==> src/design/clmul_pkg.sv <==
//////////////////////////////////////////////////////////////////////
// carry-less multiplier shared definitions
// widths and packed payload types for the karatsuba pipeline
//////////////////////////////////////////////////////////////////////

package clmul_pkg;

    localparam int NB_OP   = 64;            // operand width
    localparam int NB_HALF = NB_OP / 2;     // one karatsuba half
    localparam int NB_PART = 2*NB_HALF - 1; // half x half product, odd
    localparam int NB_PROD = 2*NB_PART + 1; // full product width
    localparam int N_PARTS = 3;             // low, middle, high

    // slot order inside the operand and partial arrays
    localparam int IDX_LO  = 0; // low halves
    localparam int IDX_MID = 1; // xor of high and low halves
    localparam int IDX_HI  = 2; // high halves

    // factor pair for one half-width core
    typedef struct packed {
        logic [NB_HALF-1:0] a;
        logic [NB_HALF-1:0] b;
    } half_pair_t;

    // one pair per core
    typedef half_pair_t [N_PARTS-1:0] koa_operands_t;

    // one partial product per core, same slot order
    typedef logic [N_PARTS-1:0][NB_PART-1:0] koa_partials_t;

endpackage

==> src/design/clmul_top.sv <==
//////////////////////////////////////////////////////////////////////
// pipelined 64 bit carry-less multiplier
// one karatsuba step over three half-width cores
//////////////////////////////////////////////////////////////////////

module clmul_top
#(
    parameter int N_STAGES          = 4,  // stages per core
    parameter int CREATE_OUTPUT_REG = 1   // merger output register
)
(
    input  logic                            i_clock,
    input  logic                            i_rst_n,
    input  logic                            i_valid,
    input  logic [clmul_pkg::NB_OP-1:0]     i_op_a,
    input  logic [clmul_pkg::NB_OP-1:0]     i_op_b,
    output logic                            o_valid,
    output logic [clmul_pkg::NB_PROD-1:0]   o_product
);

    import clmul_pkg::*;

    logic               split_valid;
    koa_operands_t      split_operands;
    logic [N_PARTS-1:0] core_valid;     // cores run in lockstep
    koa_partials_t      core_products;

    koa_splitter u_splitter
    (
        .i_clock    (i_clock),
        .i_rst_n    (i_rst_n),
        .i_valid    (i_valid),
        .i_op_a     (i_op_a),
        .i_op_b     (i_op_b),
        .o_valid    (split_valid),
        .o_operands (split_operands)
    );

    for (genvar k = 0; k < N_PARTS; k++)
    begin : g_core
        gf2_clmul_core
        #(
            .N_STAGES (N_STAGES)
        )
        u_core
        (
            .i_clock   (i_clock),
            .i_rst_n   (i_rst_n),
            .i_valid   (split_valid),
            .i_pair    (split_operands[k]),
            .o_valid   (core_valid[k]),
            .o_product (core_products[k])
        );
    end

    koa_merger
    #(
        .CREATE_OUTPUT_REG (CREATE_OUTPUT_REG)
    )
    u_merger
    (
        .i_clock    (i_clock),
        .i_rst_n    (i_rst_n),
        .i_valid    (core_valid[0]),   // any core strobe will do
        .i_partials (core_products),
        .o_valid    (o_valid),
        .o_product  (o_product)
    );

endmodule

==> src/design/gf2_clmul_core.sv <==
//////////////////////////////////////////////////////////////////////
// half-width carry-less multiplier core
// shift-and-xor product of two gf2 polynomials over N_STAGES stages
//////////////////////////////////////////////////////////////////////

module gf2_clmul_core
#(
    parameter int N_STAGES = 4  // must divide NB_HALF
)
(
    input  logic                            i_clock,
    input  logic                            i_rst_n,
    input  logic                            i_valid,
    input  clmul_pkg::half_pair_t           i_pair,
    output logic                            o_valid,
    output logic [clmul_pkg::NB_PART-1:0]   o_product
);

    import clmul_pkg::*;

    localparam int BITS_PER_STAGE = NB_HALF / N_STAGES;

    // everything one stage hands to the next
    typedef struct packed {
        logic [NB_HALF-1:0] a;      // factor a, never shifted
        logic [NB_HALF-1:0] b_rem;  // factor b bits not yet consumed
        logic [NB_PART-1:0] acc;    // running partial sum
    } stage_t;

    logic   valid_q [N_STAGES];
    stage_t stage_q [N_STAGES];

    if (NB_HALF % N_STAGES != 0)
    begin : g_bad_conf
        $error("N_STAGES must divide the half operand width");
    end

    for (genvar s = 0; s < N_STAGES; s++)
    begin : g_stage

        logic   valid_in;
        stage_t stage_in;
        stage_t stage_out;

        if (s == 0)
        begin : g_first
            assign valid_in = i_valid;
            assign stage_in = '{a: i_pair.a, b_rem: i_pair.b, acc: '0}; // empty acc
        end
        else
        begin : g_next
            assign valid_in = valid_q[s-1];
            assign stage_in = stage_q[s-1];
        end

        // consume BITS_PER_STAGE low bits of b_rem
        always_comb
        begin
            stage_out = stage_in;
            for (int j = 0; j < BITS_PER_STAGE; j++)
            begin
                // global bit index of b is s*BITS_PER_STAGE + j
                if (stage_in.b_rem[j])
                    stage_out.acc = stage_out.acc
                                  ^ (NB_PART'(stage_in.a) << (s*BITS_PER_STAGE + j));
            end
            stage_out.b_rem = stage_in.b_rem >> BITS_PER_STAGE; // next chunk to bit 0
        end

        always_ff @(posedge i_clock)
        begin
            if (!i_rst_n)
                valid_q[s] <= 1'b0;
            else
                valid_q[s] <= valid_in;
        end

        // payload follows its strobe
        always_ff @(posedge i_clock)
        begin
            if (valid_in)
                stage_q[s] <= stage_out;
        end

    end

    assign o_valid   = valid_q[N_STAGES-1];
    assign o_product = stage_q[N_STAGES-1].acc;   // all of b consumed here

    // every stage register loaded along the way
    a_product_known : assert property (
        @(posedge i_clock) disable iff (!i_rst_n) o_valid |-> !$isunknown(o_product)
    );

endmodule

==> src/design/koa_merger.sv <==
//////////////////////////////////////////////////////////////////////
// karatsuba merger
// folds low, middle and high partials into the full product
//////////////////////////////////////////////////////////////////////

module koa_merger
#(
    parameter int CREATE_OUTPUT_REG = 1  // nonzero adds an output register
)
(
    input  logic                            i_clock,
    input  logic                            i_rst_n,
    input  logic                            i_valid,
    input  clmul_pkg::koa_partials_t        i_partials,
    output logic                            o_valid,
    output logic [clmul_pkg::NB_PROD-1:0]   o_product
);

    import clmul_pkg::*;

    logic [NB_PART-1:0] part_lo;
    logic [NB_PART-1:0] part_mid;
    logic [NB_PART-1:0] part_hi;
    logic [NB_PART-1:0] part_cross;
    logic [NB_PROD-1:0] lo_ext;
    logic [NB_PROD-1:0] cross_ext;
    logic [NB_PROD-1:0] hi_ext;
    logic [NB_PROD-1:0] product_sum;

    assign part_lo  = i_partials[IDX_LO];
    assign part_mid = i_partials[IDX_MID];
    assign part_hi  = i_partials[IDX_HI];

    // middle term: (a_h+a_l)(b_h+b_l) - hh - ll, minus is xor
    assign part_cross = part_lo ^ part_mid ^ part_hi;

    assign lo_ext    = NB_PROD'(part_lo);                            // x^0
    assign cross_ext = {{NB_HALF{1'b0}}, part_cross, {NB_HALF{1'b0}}}; // x^32
    assign hi_ext    = {part_hi, {(NB_PART+1){1'b0}}};               // x^64

    assign product_sum = lo_ext ^ cross_ext ^ hi_ext;

    if (CREATE_OUTPUT_REG != 0)
    begin : g_out_reg

        always_ff @(posedge i_clock)
        begin
            if (!i_rst_n)
                o_valid <= 1'b0;
            else
                o_valid <= i_valid;
        end

        always_ff @(posedge i_clock)
        begin
            if (i_valid)
                o_product <= product_sum;   // hold between valid cycles
        end

    end
    else
    begin : g_out_comb

        assign o_valid   = i_valid;
        assign o_product = product_sum;

    end

    // strobe must be clean once the pipeline leaves reset
    a_valid_known : assert property (
        @(posedge i_clock) disable iff (!i_rst_n) !$isunknown(o_valid)
    );

endmodule

==> src/design/koa_splitter.sv <==
//////////////////////////////////////////////////////////////////////
// karatsuba operand splitter
// registers an operand pair, builds the three half-width pairs
//////////////////////////////////////////////////////////////////////

module koa_splitter
(
    input  logic                          i_clock,
    input  logic                          i_rst_n,
    input  logic                          i_valid,
    input  logic [clmul_pkg::NB_OP-1:0]   i_op_a,
    input  logic [clmul_pkg::NB_OP-1:0]   i_op_b,
    output logic                          o_valid,
    output clmul_pkg::koa_operands_t      o_operands
);

    import clmul_pkg::*;

    logic [NB_HALF-1:0] a_lo;
    logic [NB_HALF-1:0] a_hi;
    logic [NB_HALF-1:0] b_lo;
    logic [NB_HALF-1:0] b_hi;
    koa_operands_t      operands_next;

    assign a_lo = i_op_a[NB_HALF-1:0];
    assign a_hi = i_op_a[NB_OP-1:NB_HALF];
    assign b_lo = i_op_b[NB_HALF-1:0];
    assign b_hi = i_op_b[NB_OP-1:NB_HALF];

    always_comb
    begin
        operands_next[IDX_LO].a  = a_lo;
        operands_next[IDX_LO].b  = b_lo;
        operands_next[IDX_MID].a = a_lo ^ a_hi;   // (a_hi + a_lo) over gf2
        operands_next[IDX_MID].b = b_lo ^ b_hi;
        operands_next[IDX_HI].a  = a_hi;
        operands_next[IDX_HI].b  = b_hi;
    end

    // valid bit cleared by reset
    always_ff @(posedge i_clock)
    begin
        if (!i_rst_n)
            o_valid <= 1'b0;
        else
            o_valid <= i_valid;
    end

    // payload only moves on a valid input
    always_ff @(posedge i_clock)
    begin
        if (i_valid)
            o_operands <= operands_next;
    end

    // a valid pair leaves with every operand bit known
    a_operands_known : assert property (
        @(posedge i_clock) disable iff (!i_rst_n) o_valid |-> !$isunknown(o_operands)
    );

endmodule

==> config.mk <==
export PLATFORM = sky130hd
export DESIGN_NAME = clmul_top
export DESIGN_NICKNAME = d
export VERILOG_FILES = /design/src/design/clmul_pkg.sv /design/src/design/clmul_top.sv /design/src/design/gf2_clmul_core.sv /design/src/design/koa_merger.sv /design/src/design/koa_splitter.sv
export SDC_FILE = /design/constraint.sdc
export NUM_CORES = 2
export LEC_CHECK = 0
export BUFFER_PORTS_ARGS = -buffer_cell sky130_fd_sc_hd__buf_2
export CAP_MARGIN = 15
export CORE_AREA = 2 2 461 463
export CTS_CLUSTER_SIZE = 8
export DETAILED_ROUTE_END_ITERATION = 10
export DIE_AREA = 0 0 463 465
export PLACE_DENSITY = 0.52
export SLEW_MARGIN = 20
export SYNTH_ARGS = -nofsm -noshare
export SYNTH_HDL_FRONTEND = slang
export SYNTH_SLANG_ARGS = --single-unit
==> constraint.sdc <==
create_clock -name i_clock -period 9.9 [get_ports i_clock]
set_input_delay 1.98 -clock i_clock [delete_from_list [all_inputs] [get_ports i_clock]]
set_output_delay 1.98 -clock i_clock [all_outputs]
set_load 0.03 [all_outputs]
# Yosys cells after proc, flatten, opt, wreduce, memory -nomap -nowiden
# Memory sizes are Yosys's and may differ from the RTL's.
# Cells that the tools add are included.
# Widths: inputs -> output; s select.
# totals
in_bits	131
elab_cells	256
reg_bits	321
ramBits	1440
n_memories	6
# op_classes
bitwise_logic	111
muxes	130
# memory_table
memory	words	word_bits	read_ports	rd_ports_with_merged_regs	write_ports	line	rtl
g_core[0].u_core.stage_q	4	119	4	0	4	gf2_clmul_core.sv:31	stage_t stage_q [N_STAGES];
g_core[1].u_core.stage_q	4	119	4	0	4	gf2_clmul_core.sv:31	
g_core[2].u_core.stage_q	4	119	4	0	4	gf2_clmul_core.sv:31	
g_core[0].u_core.valid_q	4	1	4	0	4	gf2_clmul_core.sv:30	logic valid_q [N_STAGES];
g_core[1].u_core.valid_q	4	1	3	0	4	gf2_clmul_core.sv:30	
g_core[2].u_core.valid_q	4	1	3	0	4	gf2_clmul_core.sv:30	
# ops
op	n
$mux 63	93
$xor 63x63->63	5
$xor 63x33->63	3
$xor 63x34->63	3
$xor 63x35->63	3
$xor 63x36->63	3
$xor 63x37->63	3
$xor 63x38->63	3
$xor 63x39->63	3
$xor 63x40->63	3
$xor 63x41->63	3
$xor 63x42->63	3
$xor 63x43->63	3
$xor 63x44->63	3
$xor 63x45->63	3
$xor 63x46->63	3
$xor 63x47->63	3
$xor 63x48->63	3
$xor 63x49->63	3
$xor 63x50->63	3
$xor 63x51->63	3
$xor 63x52->63	3
$xor 63x53->63	3
$xor 63x54->63	3
other kinds (14)	77

# Longest topological paths before layout
# An unclocked memory read counts as a cell.
# logic_depth
ltp_word	17
ltp_mapped	6
mapped_depth_nobuf	4

# Modules after synthesis
# From an unflattened synthesis, not the netlist that was laid out.
# unflattened
hier_cells	8011
area_unflattened_um2	84195.8
# by_module_without_submodules
module	cells_each	instances	area_per_inst_um2
gf2_clmul_core	2489	3	24209.5
koa_splitter	258	1	6352.3
koa_merger	286	1	5215.0

# Worst setup path before layout
# No wires, ideal clock.
# synth_path
path_type	flip-flop to flip-flop
startpoint	register u_splitter.o_valid
endpoint	memory g_core[0].u_core.stage_q[0][0] in the netlist's numbering, enable pin
required_time_ns	9.225
slack_ns	2.693
synth_period_minus_slack_ns	7.207
path_buffers	0
stages_incl_launch_ff	1
arrival_ns	6.532
setup_time_ns	0.675
path_cell_list	dfxtp_1
# synth_lines
element	line	rtl
start, declared	koa_splitter.sv:13	output logic o_valid,
start signal, assigned	koa_splitter.sv:46	o_valid <= i_valid;
end, declared	gf2_clmul_core.sv:31	

# Worst setup path in the final report
# layout_path
startpoint	register u_merger.o_product[81] in the netlist's numbering
endpoint	output port o_product[81] in the netlist's numbering
# layout_lines
element	line	rtl
start, declared	koa_merger.sv:16	output logic [clmul_pkg::NB_PROD-1:0] o_product
start signal, assigned	koa_merger.sv:57	o_product <= product_sum;
end, declared	clmul_top.sv:18	output logic [clmul_pkg::NB_PROD-1:0] o_product
# No word-level cell between the ends.

==> impl_metrics.ini <==
[setup_path]
path_max_fanout = 1
critical_path_buf_inv_count = 1
critPathMaxStageDelay_ns = 0.39
crit_chain = buf_2
cp_top_family = flip-flops
worst_path_max_delay_cell = edfxtp_1
arrival_ns = 1.43
cp-end-kind = primary output
critPathRequiredTime_ns = 7.92
critical_path_class = register to primary output
reg2reg_slack_ns = 7.21
critPathLaunchType = register

[synthesis]
yosysSeqAreaShare_pct = 49.0
synthCells = 7993
synth_cell_types = 11
synth_area_sq_um = 83800
syn_nets = 8124
ys_seq_elements = 1369
ys_warn_count = 0
postSynthAreaPerCell_sq_um = 10.5

[global_route]
grt_pass1_vias = 51900
antenna_found_initial = 15
grt_overflow = 0
grt_max_degree = 159
grt_use_total_pct = 23.2
grt_pass1_wl_mm = 371

[power]
comb_power_share_pct = 17.3
pwr-share-clk_pct = 37.3
p_seq_share_pct = 45.4
vdd_ir_drop_max_v = 0.000191
swShare_pct = 26.7
switching_power_mw = 4.31
leakagePower_nw = 33.7
p_total_mw = 16.1
p_int_mw = 11.8
powerDensity_nw_per_um2 = 175

[placement]
gp_congestion = 0.841
post-place-ws_ns = 6.24
dp_hpwl_mm = 172
io_buffers = 258

[drt]
ant_nets = 0
routed_via_density = 4.95
firstDrtPassIters = 5
wirelength_mm = 251
dr_total_vias = 53400
routedWlPerCell_um = 23.3
drt_iter0_markers = 5163
drc = 0

[min_path]
hp-class = register to register

[clock_network]
clock_latency_ns = 0.86
cts_setup_buffers = 0
cts_buffer_depth = 3
cts.htree.levels = 4
cts_sinks = 1369
cts_tree = yes
cts-resized-gates = 0
numCtsBuffers = 192
clkTransAtPathRegs_ns = 0.05
hold_buffers = 0
cts-root-buf = clkbuf_16

[timing]
max-slew-margin-rel_pct = 25.7
hold_viol = 0
fin_crit_sh_pct = 34.5
period_minus_slack_ns = 3.41
rsz0062_at_grt = false
setup-violations-final = 0
fin_setup_tns_ns = 0
slew_viol_final = 0
timing.hold.ws_ns = 0.379
fmax_ghz = 0.293
worst_slack_ns = 6.49
finalClockSkew_ns = 0.0646
worst_pin_slew_ns = 1.11

[floorplan]
fp-row-count = 169
io_pins = 259
initial_utilization_pct = 39.7
fp.dieArea_sq_um = 215000
core-area_sq_um = 211000
die_w_um = 463
die_y_um = 465

[finish]
drive_gt1_share_pct = 7.39
nNetsFinal = 8035
syn2layout_area_growth_pct = 9.87

[outcome]
outcome = completed

[flow_run]
cap_viol_max_count = 0
==> worst paths after layout <==
path	from	endpoint	depth (start not counted)
min reg2reg	g_core[1].u_core.stage_q[2][9]$_DFFE_PP_	g_core[1].u_core.stage_q[3][9]$_DFFE_PP_	0
max	u_merger.o_product[81]$_DFFE_PP_	o_product[81]	1
max reg2reg	g_core[2].u_core.valid_q[0][1]$_DFF_P_	g_core[0].u_core.stage_q[2][2]$_DFFE_PP_	2
min	g_core[1].u_core.stage_q[2][9]$_DFFE_PP_	g_core[1].u_core.stage_q[3][9]$_DFFE_PP_	0
==> cell usage after synthesis (all sizes together) <==
master | instances | share of area [%]
xor2 | 581 | 6.1
nand2 | 3057 | 14
clkbuf | 350 | 1.6
edfxtp | 1363 | 49
xnor3 | 216 | 5.8
and2 | 21 | 0.16
dfxtp | 6 | 0.14
xnor2 | 2091 | 22
buf | 308 | 1.8
==> sequential cells by signal, indices dropped and copies added (netlist names) <==
name                   cells
g_core.u_core.stage_q   1044
u_merger.o_valid           1
u_merger.o_product       127
u_splitter.o_operands    192
u_splitter.o_valid         1
g_core.u_core.valid_q      4
==> power by group through the flow <==
stage                     clock, mW  combinational (mW)  sequential (mW)
after floorplan                   0                2.23             7.18
after global placement            0                2.74             7.44
after detailed placement          0                2.76             7.44
after CTS                      6.18                2.79             7.34
after global routing           6.39                3.01             7.36
final                          6.02                2.79             7.33
==> cell type report <==
type	count	area (sq um)
clock buffer	229	4960
tap	2821	3530
timing repair buffer	375	2230
antenna	6	15.0
sequential	1369	41100
multi-input combinational	5966	39900
fill	19600	119000
clock inverter	20	375
==> logic make-up after synthesis <==
| group | synth area share, % |
|---|---|
| buf+inv | 3.41 |
| simple gates | 13.9 |
| xor+xnor | 33.7 |
| flops | 49.0 |
==> routing by layer <==
layer | track usage (%) | wire, um | up-vias
met3 | 2.99 | 15300 | 274
met5 | 0 | 0 | -
met2 | 34.2 | 110000 | 1885
met4 | 7.48 | 7980 | 0
li1 | - | - | 24900
met1 | 35.0 | 118000 | 26400
==> layout by cell type, fill, tap and decap left out, drive strengths merged <==
cell    synthesis  final
xnor2        2091   2091
bufinv          0      1
xor2          581    581
buf           308    375
inv             0      3
xnor3         216    216
and2           21     21
dfxtp           6      6
nand2        3057   3057
edfxtp       1363   1363
clkbuf        350    229
diode           0      6
clkinv          0     16
==> through the flow <==
| step | instance area (sq um) | instances | utilization (%) |
|---|---|---|---|
| after floorplan | 83800 | 7993 | - |
| final | 92100 | 10800 | 43.7 |
| after CTS | 92000 | 10800 | 43.7 |
| after global routing | 92000 | 10800 | 43.7 |
| after detailed placement | 86700 | 10500 | 41.1 |
| after global placement | 86700 | 10500 | 41.1 |
Note: power is estimated with default switching activity, not from simulation.
